===== src/rtl/rvCorePkg.sv =====
package rvCorePkg;

	localparam int xLen     = 32;
	localparam int regAddrW = 5;
	localparam int opcodeW  = 7;
	localparam int funct3W  = 3;
	localparam int funct7W  = 7;
	localparam int aluOpW   = 4;
	localparam int wbSelW   = 2;
	localparam int sizeW    = 2;

	// major opcodes
	localparam logic [opcodeW-1:0] opLui    = 7'b0110111;
	localparam logic [opcodeW-1:0] opAuipc  = 7'b0010111;
	localparam logic [opcodeW-1:0] opJal    = 7'b1101111;
	localparam logic [opcodeW-1:0] opBranch = 7'b1100011;
	localparam logic [opcodeW-1:0] opLoad   = 7'b0000011;
	localparam logic [opcodeW-1:0] opStore  = 7'b0100011;
	localparam logic [opcodeW-1:0] opImm    = 7'b0010011;
	localparam logic [opcodeW-1:0] opReg    = 7'b0110011;
	localparam logic [opcodeW-1:0] opSystem = 7'b1110011;

	localparam logic [aluOpW-1:0] aluAdd   = 4'd0;
	localparam logic [aluOpW-1:0] aluSub   = 4'd1;
	localparam logic [aluOpW-1:0] aluSll   = 4'd2;
	localparam logic [aluOpW-1:0] aluSlt   = 4'd3;
	localparam logic [aluOpW-1:0] aluSltu  = 4'd4;
	localparam logic [aluOpW-1:0] aluXor   = 4'd5;
	localparam logic [aluOpW-1:0] aluSrl   = 4'd6;
	localparam logic [aluOpW-1:0] aluSra   = 4'd7;
	localparam logic [aluOpW-1:0] aluOr    = 4'd8;
	localparam logic [aluOpW-1:0] aluAnd   = 4'd9;
	localparam logic [aluOpW-1:0] aluPassB = 4'd10; // lui

	// writeback source select
	localparam logic [wbSelW-1:0] wbAlu     = 2'd0;
	localparam logic [wbSelW-1:0] wbMem     = 2'd1;
	localparam logic [wbSelW-1:0] wbPcPlus4 = 2'd2;
	localparam logic [wbSelW-1:0] wbPcImm   = 2'd3;

	localparam logic [sizeW-1:0] sizeByte = 2'd0;
	localparam logic [sizeW-1:0] sizeHalf = 2'd1;
	localparam logic [sizeW-1:0] sizeWord = 2'd2;

	typedef union packed {
		struct packed {
			logic [funct7W-1:0]  funct7;
			logic [regAddrW-1:0] rs2;
			logic [regAddrW-1:0] rs1;
			logic [funct3W-1:0]  funct3;
			logic [regAddrW-1:0] rd;
			logic [opcodeW-1:0]  opcode;
		} rView;
		struct packed {
			logic [6:0]          immHi;
			logic [regAddrW-1:0] rs2;
			logic [regAddrW-1:0] rs1;
			logic [funct3W-1:0]  funct3;
			logic [4:0]          immLo;
			logic [opcodeW-1:0]  opcode;
		} sView; // store and branch layout
	} instWordT;

endpackage


===== src/rtl/rvAlu.sv =====
`timescale 1ns/100ps

module rvAlu (
	input  logic [rvCorePkg::xLen-1:0]   opA,
	input  logic [rvCorePkg::xLen-1:0]   opB,
	input  logic [rvCorePkg::aluOpW-1:0] aluOp,
	input  logic [1:0]                   branchType,
	output logic [rvCorePkg::xLen-1:0]   result,
	output logic                         takeBranch
);
	import rvCorePkg::*;

	logic [4:0] shamt;
	logic       isEq;
	logic       isLt;

	assign shamt = opB[4:0];
	assign isEq = (opA == opB);
	assign isLt = ($signed(opA) < $signed(opB));

	always_comb begin
		case (aluOp)
			aluAdd:   result = opA + opB;
			aluSub:   result = opA - opB;
			aluSll:   result = opA << shamt;
			aluSlt:   result = {{(xLen-1){1'b0}}, isLt};
			aluSltu:  result = {{(xLen-1){1'b0}}, opA < opB};
			aluXor:   result = opA ^ opB;
			aluSrl:   result = opA >> shamt;
			aluSra:   result = $unsigned($signed(opA) >>> shamt);
			aluOr:    result = opA | opB;
			aluAnd:   result = opA & opB;
			aluPassB: result = opB;
			default:  result = '0;
		endcase
	end

	// {funct3[2], funct3[0]}
	always_comb begin
		case (branchType)
			2'b00:   takeBranch = isEq;
			2'b01:   takeBranch = ~isEq;
			2'b10:   takeBranch = isLt;
			default: takeBranch = ~isLt;
		endcase
	end

endmodule


===== src/rtl/rvCoreTop.sv =====
`timescale 1ns/100ps

module rvCoreTop (
	input  logic                        clk,
	input  logic                        rst,
	input  logic [rvCorePkg::xLen-1:0]  inst,
	input  logic [rvCorePkg::xLen-1:0]  readData,
	output logic [rvCorePkg::xLen-1:0]  pc,
	output logic [rvCorePkg::xLen-1:0]  dataAddr,
	output logic [rvCorePkg::xLen-1:0]  storeData,
	output logic [rvCorePkg::sizeW-1:0] dataSize,
	output logic                        dataUnsigned,
	output logic                        memWrite,
	output logic                        memRead,
	output logic                        halt
);
	import rvCorePkg::*;

	instWordT          instW;
	logic [aluOpW-1:0] aluOp;
	logic              aluSrcImm;
	logic              aluSrcPc;
	logic              regWrite;
	logic [wbSelW-1:0] wbSel;
	logic              branch;
	logic [1:0]        branchType;
	logic              jump;
	logic              isEbreak;
	logic [xLen-1:0]   imm;
	logic [xLen-1:0]   rs1Data;
	logic [xLen-1:0]   rs2Data;
	logic [xLen-1:0]   opA;
	logic [xLen-1:0]   opB;
	logic [xLen-1:0]   aluResult;
	logic              takeBranch;
	logic [xLen-1:0]   pcPlus4;
	logic [xLen-1:0]   pcImm;
	logic [xLen-1:0]   writeData;

	assign instW = inst;

	assign opA = aluSrcPc ? pc : rs1Data;
	assign opB = aluSrcImm ? imm : rs2Data;

	assign dataAddr = aluResult;
	assign storeData = rs2Data; // memory takes the low lanes

	rvDecoder decoder_i (
		.rst(rst), .isnt(instW), .halt(halt),
		.aluOp(aluOp), .aluSrcImm(aluSrcImm), .aluSrcPc(aluSrcPc),
		.regWrite(regWrite), .wbSel(wbSel), .branch(branch),
		.branchType(branchType), .jump(jump), .memRead(memRead),
		.memWrite(memWrite), .dataSize(dataSize), .dataUnsigned(dataUnsigned),
		.isEbreak(isEbreak)
	);

	rvImmGen immGen_i (.isnt(instW), .imm(imm));

	rvRegFile regFile_i (
		.clk(clk), .rst(rst),
		.rs1(instW.rView.rs1), .rs2(instW.rView.rs2), .rd(instW.rView.rd),
		.regWrite(regWrite), .writeData(writeData),
		.rs1Data(rs1Data), .rs2Data(rs2Data)
	);

	rvAlu alu_i (
		.opA(opA), .opB(opB), .aluOp(aluOp), .branchType(branchType),
		.result(aluResult), .takeBranch(takeBranch)
	);

	rvPcUnit pcUnit_i (
		.clk(clk), .rst(rst), .imm(imm), .branch(branch),
		.takeBranch(takeBranch), .jump(jump), .isEbreak(isEbreak),
		.pc(pc), .pcPlus4(pcPlus4), .pcImm(pcImm), .halt(halt)
	);

	rvWriteback writeback_i (
		.wbSel(wbSel), .aluResult(aluResult), .readData(readData),
		.dataSize(dataSize), .dataUnsigned(dataUnsigned),
		.pcPlus4(pcPlus4), .pcImm(pcImm), .writeData(writeData)
	);

endmodule


===== src/rtl/rvDecoder.sv =====
`timescale 1ns/100ps

module rvDecoder (
	input  logic                         rst,
	input  rvCorePkg::instWordT          isnt,
	input  logic                         halt,
	output logic [rvCorePkg::aluOpW-1:0] aluOp,
	output logic                         aluSrcImm,
	output logic                         aluSrcPc,
	output logic                         regWrite,
	output logic [rvCorePkg::wbSelW-1:0] wbSel,
	output logic                         branch,
	output logic [1:0]                   branchType,
	output logic                         jump,
	output logic                         memRead,
	output logic                         memWrite,
	output logic [rvCorePkg::sizeW-1:0]  dataSize,
	output logic                         dataUnsigned,
	output logic                         isEbreak
);
	import rvCorePkg::*;

	logic              blocked;
	logic              altOp;
	logic [aluOpW-1:0] arithOp;
	logic              regWriteRaw;
	logic              memReadRaw;
	logic              memWriteRaw;
	logic              ebreakRaw;
	logic [funct3W-1:0] f3;

	assign f3 = isnt.rView.funct3;
	assign blocked = rst | halt;

	// funct7[5] picks sub only for register ops, sra for both
	assign altOp = isnt.rView.funct7[5] & (isnt.rView.opcode == opReg || f3 == 3'b101);

	always_comb begin
		case (f3)
			3'b000: arithOp = altOp ? aluSub : aluAdd;
			3'b001: arithOp = aluSll;
			3'b010: arithOp = aluSlt;
			3'b011: arithOp = aluSltu;
			3'b100: arithOp = aluXor;
			3'b101: arithOp = altOp ? aluSra : aluSrl;
			3'b110: arithOp = aluOr;
			default: arithOp = aluAnd;
		endcase
	end

	always_comb begin
		aluOp = aluAdd;
		aluSrcImm = 1'b0;
		aluSrcPc = 1'b0;
		regWriteRaw = 1'b0;
		wbSel = wbAlu;
		branch = 1'b0;
		branchType = {f3[2], f3[0]}; // eq ne lt ge
		jump = 1'b0;
		memReadRaw = 1'b0;
		memWriteRaw = 1'b0;
		dataSize = sizeWord;
		dataUnsigned = 1'b0;
		ebreakRaw = 1'b0;
		case (isnt.rView.opcode)
			opLui: begin
				aluOp = aluPassB;
				aluSrcImm = 1'b1;
				regWriteRaw = 1'b1;
			end
			opAuipc: begin
				aluSrcPc = 1'b1;
				aluSrcImm = 1'b1;
				regWriteRaw = 1'b1;
				wbSel = wbPcImm;
			end
			opJal: begin
				jump = 1'b1;
				regWriteRaw = 1'b1;
				wbSel = wbPcPlus4;
			end
			opBranch: begin
				aluOp = aluSub;
				branch = ~f3[1]; // bltu/bgeu not supported
			end
			opLoad: begin
				aluSrcImm = 1'b1;
				if (f3 != 3'b011 && f3[2:1] != 2'b11) begin
					memReadRaw = 1'b1;
					regWriteRaw = 1'b1;
					wbSel = wbMem;
					dataSize = f3[1:0];
					dataUnsigned = f3[2];
				end
			end
			opStore: begin
				aluSrcImm = 1'b1;
				if (f3 < 3'b011) begin
					memWriteRaw = 1'b1;
					dataSize = f3[1:0];
				end
			end
			opImm: begin
				aluOp = arithOp;
				aluSrcImm = 1'b1;
				regWriteRaw = 1'b1;
			end
			opReg: begin
				aluOp = arithOp;
				regWriteRaw = 1'b1;
			end
			opSystem: begin
				ebreakRaw = (isnt.rView.funct7 == '0) && (isnt.rView.rs2 == 5'd1)
					&& (isnt.rView.rs1 == '0) && (f3 == '0) && (isnt.rView.rd == '0);
			end
			default: ; // no-op
		endcase
	end

	assign regWrite = regWriteRaw & ~blocked;
	assign memRead = memReadRaw & ~blocked;
	assign memWrite = memWriteRaw & ~blocked;
	assign isEbreak = ebreakRaw & ~blocked;

endmodule


===== src/rtl/rvImmGen.sv =====
`timescale 1ns/100ps

module rvImmGen (
	input  rvCorePkg::instWordT         isnt,
	output logic [rvCorePkg::xLen-1:0]  imm
);
	import rvCorePkg::*;

	always_comb begin
		case (isnt.rView.opcode)
			opImm, opLoad: begin
				imm = {{20{isnt.rView.funct7[6]}}, isnt.rView.funct7, isnt.rView.rs2};
			end
			opStore: begin
				imm = {{20{isnt.sView.immHi[6]}}, isnt.sView.immHi, isnt.sView.immLo};
			end
			opBranch: begin
				imm = {{19{isnt.sView.immHi[6]}}, isnt.sView.immHi[6], isnt.sView.immLo[0],
					isnt.sView.immHi[5:0], isnt.sView.immLo[4:1], 1'b0};
			end
			opLui, opAuipc: begin
				imm = {isnt.rView.funct7, isnt.rView.rs2, isnt.rView.rs1, isnt.rView.funct3,
					12'b0};
			end
			opJal: begin
				// imm[19:12] sits in rs1/funct3, imm[11] in rs2[0]
				imm = {{11{isnt.rView.funct7[6]}}, isnt.rView.funct7[6], isnt.rView.rs1,
					isnt.rView.funct3, isnt.rView.rs2[0], isnt.rView.funct7[5:0],
					isnt.rView.rs2[4:1], 1'b0};
			end
			default: imm = '0;
		endcase
	end

endmodule


===== src/rtl/rvPcUnit.sv =====
`timescale 1ns/100ps

module rvPcUnit (
	input  logic                        clk,
	input  logic                        rst,
	input  logic [rvCorePkg::xLen-1:0]  imm,
	input  logic                        branch,
	input  logic                        takeBranch,
	input  logic                        jump,
	input  logic                        isEbreak,
	output logic [rvCorePkg::xLen-1:0]  pc,
	output logic [rvCorePkg::xLen-1:0]  pcPlus4,
	output logic [rvCorePkg::xLen-1:0]  pcImm,
	output logic                        halt
);
	import rvCorePkg::*;

	logic [xLen-1:0] pcNext;

	assign pcPlus4 = pc + 32'd4;
	assign pcImm = pc + imm; // branch/jal target, auipc value
	assign pcNext = (jump || (branch && takeBranch)) ? pcImm : pcPlus4;

	always_ff @(posedge clk) begin
		if (rst) begin
			pc <= '0;
			halt <= 1'b0;
		end else if (!halt) begin
			if (isEbreak) begin
				halt <= 1'b1; // pc stays on the ebreak
			end else begin
				pc <= pcNext;
			end
		end
	end

endmodule


===== src/rtl/rvRegFile.sv =====
`timescale 1ns/100ps

module rvRegFile (
	input  logic                            clk,
	input  logic                            rst,
	input  logic [rvCorePkg::regAddrW-1:0]  rs1,
	input  logic [rvCorePkg::regAddrW-1:0]  rs2,
	input  logic [rvCorePkg::regAddrW-1:0]  rd,
	input  logic                            regWrite,
	input  logic [rvCorePkg::xLen-1:0]      writeData,
	output logic [rvCorePkg::xLen-1:0]      rs1Data,
	output logic [rvCorePkg::xLen-1:0]      rs2Data
);
	import rvCorePkg::*;

	logic [xLen-1:0] regs [1:31]; // no storage for x0

	always_ff @(posedge clk) begin
		if (rst) begin
			for (int i = 1; i < 32; i++) begin
				regs[i] <= '0;
			end
		end else if (regWrite && rd != '0) begin
			regs[rd] <= writeData;
		end
	end

	assign rs1Data = (rs1 == '0) ? '0 : regs[rs1];
	assign rs2Data = (rs2 == '0) ? '0 : regs[rs2];

endmodule


===== src/rtl/rvWriteback.sv =====
`timescale 1ns/100ps

module rvWriteback (
	input  logic [rvCorePkg::wbSelW-1:0] wbSel,
	input  logic [rvCorePkg::xLen-1:0]   aluResult,
	input  logic [rvCorePkg::xLen-1:0]   readData,
	input  logic [rvCorePkg::sizeW-1:0]  dataSize,
	input  logic                         dataUnsigned,
	input  logic [rvCorePkg::xLen-1:0]   pcPlus4,
	input  logic [rvCorePkg::xLen-1:0]   pcImm,
	output logic [rvCorePkg::xLen-1:0]   writeData
);
	import rvCorePkg::*;

	logic [xLen-1:0] loadVal;

	always_comb begin
		case (dataSize)
			sizeByte: loadVal = {{24{readData[7] & ~dataUnsigned}}, readData[7:0]};
			sizeHalf: loadVal = {{16{readData[15] & ~dataUnsigned}}, readData[15:0]};
			default:  loadVal = readData;
		endcase
	end

	always_comb begin
		case (wbSel)
			wbMem:     writeData = loadVal;
			wbPcPlus4: writeData = pcPlus4; // jal link
			wbPcImm:   writeData = pcImm;
			default:   writeData = aluResult;
		endcase
	end

endmodule


===== config.mk =====
export PLATFORM = sky130hd
export DESIGN_NAME = rvCoreTop
export DESIGN_NICKNAME = d
export VERILOG_FILES = /design/src/rtl/rvCorePkg.sv /design/src/rtl/rvAlu.sv /design/src/rtl/rvCoreTop.sv /design/src/rtl/rvDecoder.sv /design/src/rtl/rvImmGen.sv /design/src/rtl/rvPcUnit.sv /design/src/rtl/rvRegFile.sv /design/src/rtl/rvWriteback.sv
export SDC_FILE = /design/constraint.sdc
export NUM_CORES = 2
export LEC_CHECK = 0
export BUFFER_PORTS_ARGS = -buffer_cell sky130_fd_sc_hd__clkbuf_2
export CORE_UTILIZATION = 30
export CTS_CLUSTER_DIAMETER = 60
export DETAILED_ROUTE_END_ITERATION = 10
export GPL_ROUTABILITY_DRIVEN = 0
export PLACE_DENSITY_LB_ADDON = 0.05
export SLEW_MARGIN = 20
export SYNTH_ARGS = -nofsm -noshare
export SYNTH_HDL_FRONTEND = slang
export SYNTH_HIERARCHICAL = 1
export SYNTH_SLANG_ARGS = --single-unit

===== constraint.sdc =====
create_clock -name clk -period 7 [get_ports clk]
set_clock_uncertainty 0.15 [all_clocks]
set_input_delay 0.35 -clock clk [delete_from_list [all_inputs] [get_ports clk]]
set_output_delay 0.35 -clock clk [all_outputs]
set_load 0.01 [all_outputs]

==> flow_summary_export.csv <==
group,metric,value,unit
detailed_routing,wl_per_cell,37.28,um
sta,slew_violations,0,
critical_path,critical_path_buf_inv_count,8,
critical_path,path_class,"register to output pin",
power_and_ir_drop,p_sw,0.007975,W
detailed_routing,dr.first_iter.drc_count,6325,
synth,netlist_area,70800,um^2
synth,yosys_warnings,6,
sta,fmax,0.1431,GHz
synth,synth_cell_type_count,118,
power_and_ir_drop,netSwitchingFraction,35.44,%
synth,syn_area_per_cell,11.86,um^2
sta,hold_viol,0,
synth,ys_seq_area_share,44.37,%
critical_path,slowest_delay,0.66,ns
critical_path,regToRegStartpoint,"regFile_i/regs[27][1]",
critical_path,crit_path_frequent_cell,"buf_4",
power_and_ir_drop,seq_power_share,32.7,%
synth,synth_edf_count,1024,
detailed_routing,ant_nets,0,
final_layout,fin_util,37.04,%
synth,netlist_instances,5968,
clocking,cts.sink_count,1057,
critical_path,worstPathArrival,6.49,ns
critical_path,path_cells,"mux4_2 -> a22o_1 -> a2111oi_0 -> buf_4 -> nor3_2 -> mux2_4 -> inv_1 -> ha_1 -> nand2b_1 -> a221oi_1 -> a211oi_1 -> buf_4 -> o21a_1 -> buf_4 -> o21ai_2 -> o211ai_1 -> buf_4 -> a21oi_2 -> xnor2_1 -> o221ai_1 -> buf_4 -> buf_4 -> clkbuf_2",
run,maxCapViolCount,0,
status,outcome,"finished, final reports clean",
sta,relSlewSlack,13.73,%
detailed_routing,drcViolationCount,0,
floorplanning,rows,177,
clocking,clk_path_buf_depth,3,
global_route,grt_max_degree,56,
power_and_ir_drop,combPwrFrac,33.1,%
clocking,cts_tree,"built",
clocking,cts_buffers,148,
floorplanning,dieArea,237900,um^2
clocking,clk_pin_slew,0.06,ns
detailed_routing,via_count,57220,
critical_path,cp-end-kind,"output pin",
detailed_routing,first_pass_iters,6,
hold_path,worstHoldPathType,"input port to register",
synth,synth.most_common_cell,"edfxtp_1",
clocking,clock-root-buffer,"clkbuf_16",
sta,setup_viol,0,
placed_design,dp_hpwl,261.5,mm
clocking,clk_latency,0.83,ns
final_layout,drive_above_1_share,30.09,%
clocking,h-tree-depth,4,
critical_path,crit_required,6.50,ns
floorplanning,pin_count,168,
power_and_ir_drop,power.density,260.0,nW/um^2
critical_path,cp-start-kind,"register",
critical_path,cp_top_family,"compound AO/OA/AOI/OAI gates",
power_and_ir_drop,vdd_drop_max,0.2262,mV
detailed_routing,drt-total-wl,369.5,mm
detailed_routing,vias_per_cell,5.774,
critical_path,setup.worst_path.start,"regFile_i/regs[31][5]",
synth,ys_ff_latch,1057,
sta,period_share,99.80,%
global_route,antenna_found_initial,42,
power_and_ir_drop,internal-power,0.01453,W
global_route,grt_overflow_total,0,
synth,synth.largest_area_cell,"edfxtp_1",
floorplanning,start_util,30.30,%
global_route,grt_pass1_vias,55470,
global_route,grt_pass1_wl,494.4,mm
synth,synth_top_area_share,43.43,%
sta,tightest_slew,1.284,ns
sta,final.min_clock_period,6.986,ns
global_route,grt_use_total,30.51,%
placed_design,numPortBuffers,167,
critical_path,cp_max_fo,5,
floorplanning,fp.dieH,487.8,um
hold_path,min_from,"readData[3]",
synth,synth_area_leaders,"edfxtp_1, mux4_2, and2_1, mux2i_1, ha_1",
synth,ys_top_cells_by_count,"edfxtp_1, and2_1, mux4_2",
sta,timing.hold.ws,0.09523,ns
critical_path,cp_slowest_cell,"a2111oi_0",
floorplanning,die_w,487.8,um
final_layout,final_nets,6836,
power_and_ir_drop,p_leak,33.63,nW
clocking,cts_hold_buf,0,
synth,async_flop_share,0,%
power_and_ir_drop,p_clk_share,34.3,%
final_layout,areaGrowthSynthToFinish,22.24,%
synth,synthFlopType,"edfxtp_1",
floorplanning,core_area,233600,um^2
worst paths after layout:
| kind | slack, ns | end | depth (start not counted) |
|---|---|---|---|
| hold reg to reg | 0.49 | pcUnit_i/pc[9] | 3 |
| setup reg to reg | 0.32 | regFile_i/regs[3][10] | 20 |
| hold / removal | 0.1 | regFile_i/regs[0][3] | 3 |
| setup / recovery | 0.01 | dataAddr[24] | 23 |
cell type report:
cell class                      instances  area [um^2]
Antenna cell                           24        60.06
Multi-Input combinational cell       4260        37180
Sequential cell                      1057        31410
Fill cell                           22790       147100
Inverter                              108        405.4
Tap cell                             3132         3919
Clock inverter                         92        982.2
Timing Repair Buffer                 1061         8653
Clock buffer                          176         3936
flip-flops by register name, indices dropped and copies added (netlist names):
signal / count
pcUnit_i/halt: 1
regFile_i/regs: 1024
pcUnit_i/pc: 32
repair_timing:
action,CTS,global route
resized for setup,17,30
setup buffers,0,2
pin swaps,0,2
endpoints found under the setup margin,17,15
routing by layer:
| layer | GRT usage [%] | share of wire, % |
|---|---|---|
| met5 | 0 | 0.016 |
| met4 | 17.47 | 6.3 |
| met3 | 5.314 | 6.8 |
| met2 | 48.93 | 46 |
| met1 | 38.63 | 41 |
power by group through the flow:
stage	clock network, W	registers (W)	logic, W
6_report	0.00771	0.00736	0.00744
5_1_grt	0.00807	0.00738	0.00765
4_1_cts	0.00786	0.00735	0.00730
3_5_place_dp	0	0.00748	0.00726
3_3_place_gp	0	0.00748	0.00728
2_1_floorplan	0	0.00740	0.00309
metrics by stage:
stage               setup WS [ns]  std cells  setup TNS, ns  total power [W]  cell area [um^2]
floorplan                  0.1039       5999              0          0.01049             70910
global placement          -0.4778       9615        -120.35          0.01476             81270
detailed placement        -0.3753       9616         -86.56          0.01473             81300
CTS                      0.001397       9884              0          0.02250             86300
global route             -0.02480       9889       -0.02480          0.02311             86490
finish                    0.01417       9910              0          0.02250             86540
layout by cell type, fill, tap and decap left out, drive strengths merged, types with 92 or more instances in the layout:
cell	n
a22oi	131
nor2	256
o22ai	92
nand2	191
buf	901
and2	1017
clkbuf	336
edfxtp	1024
o21ai	227
mux2	112
mux2i	369
ha	131
mux4	410
inv	120
a21oi	240
tightest hold or removal path: cells and delay by family:
| family | cells | cell delay, ns |
|---|---|---|
| mux | 1 | 0.26 |
| buf+inv | 2 | 0.28 |
kinds of logic after synthesis:
logic type | after synthesis | synth area share [%]
multiplexers | 891 | 20.38
AND/OR/NAND/NOR | 1929 | 15.62
buffers and inverters | 682 | 4.540
flip-flops | 1057 | 44.37
AO/OA/AOI/OAI | 1210 | 11.90
other | 1 | 0.005297
adder cells (fa/ha/maj) | 134 | 2.400
XOR/XNOR | 64 | 0.7917
Power figures use the tool's default switching activity.
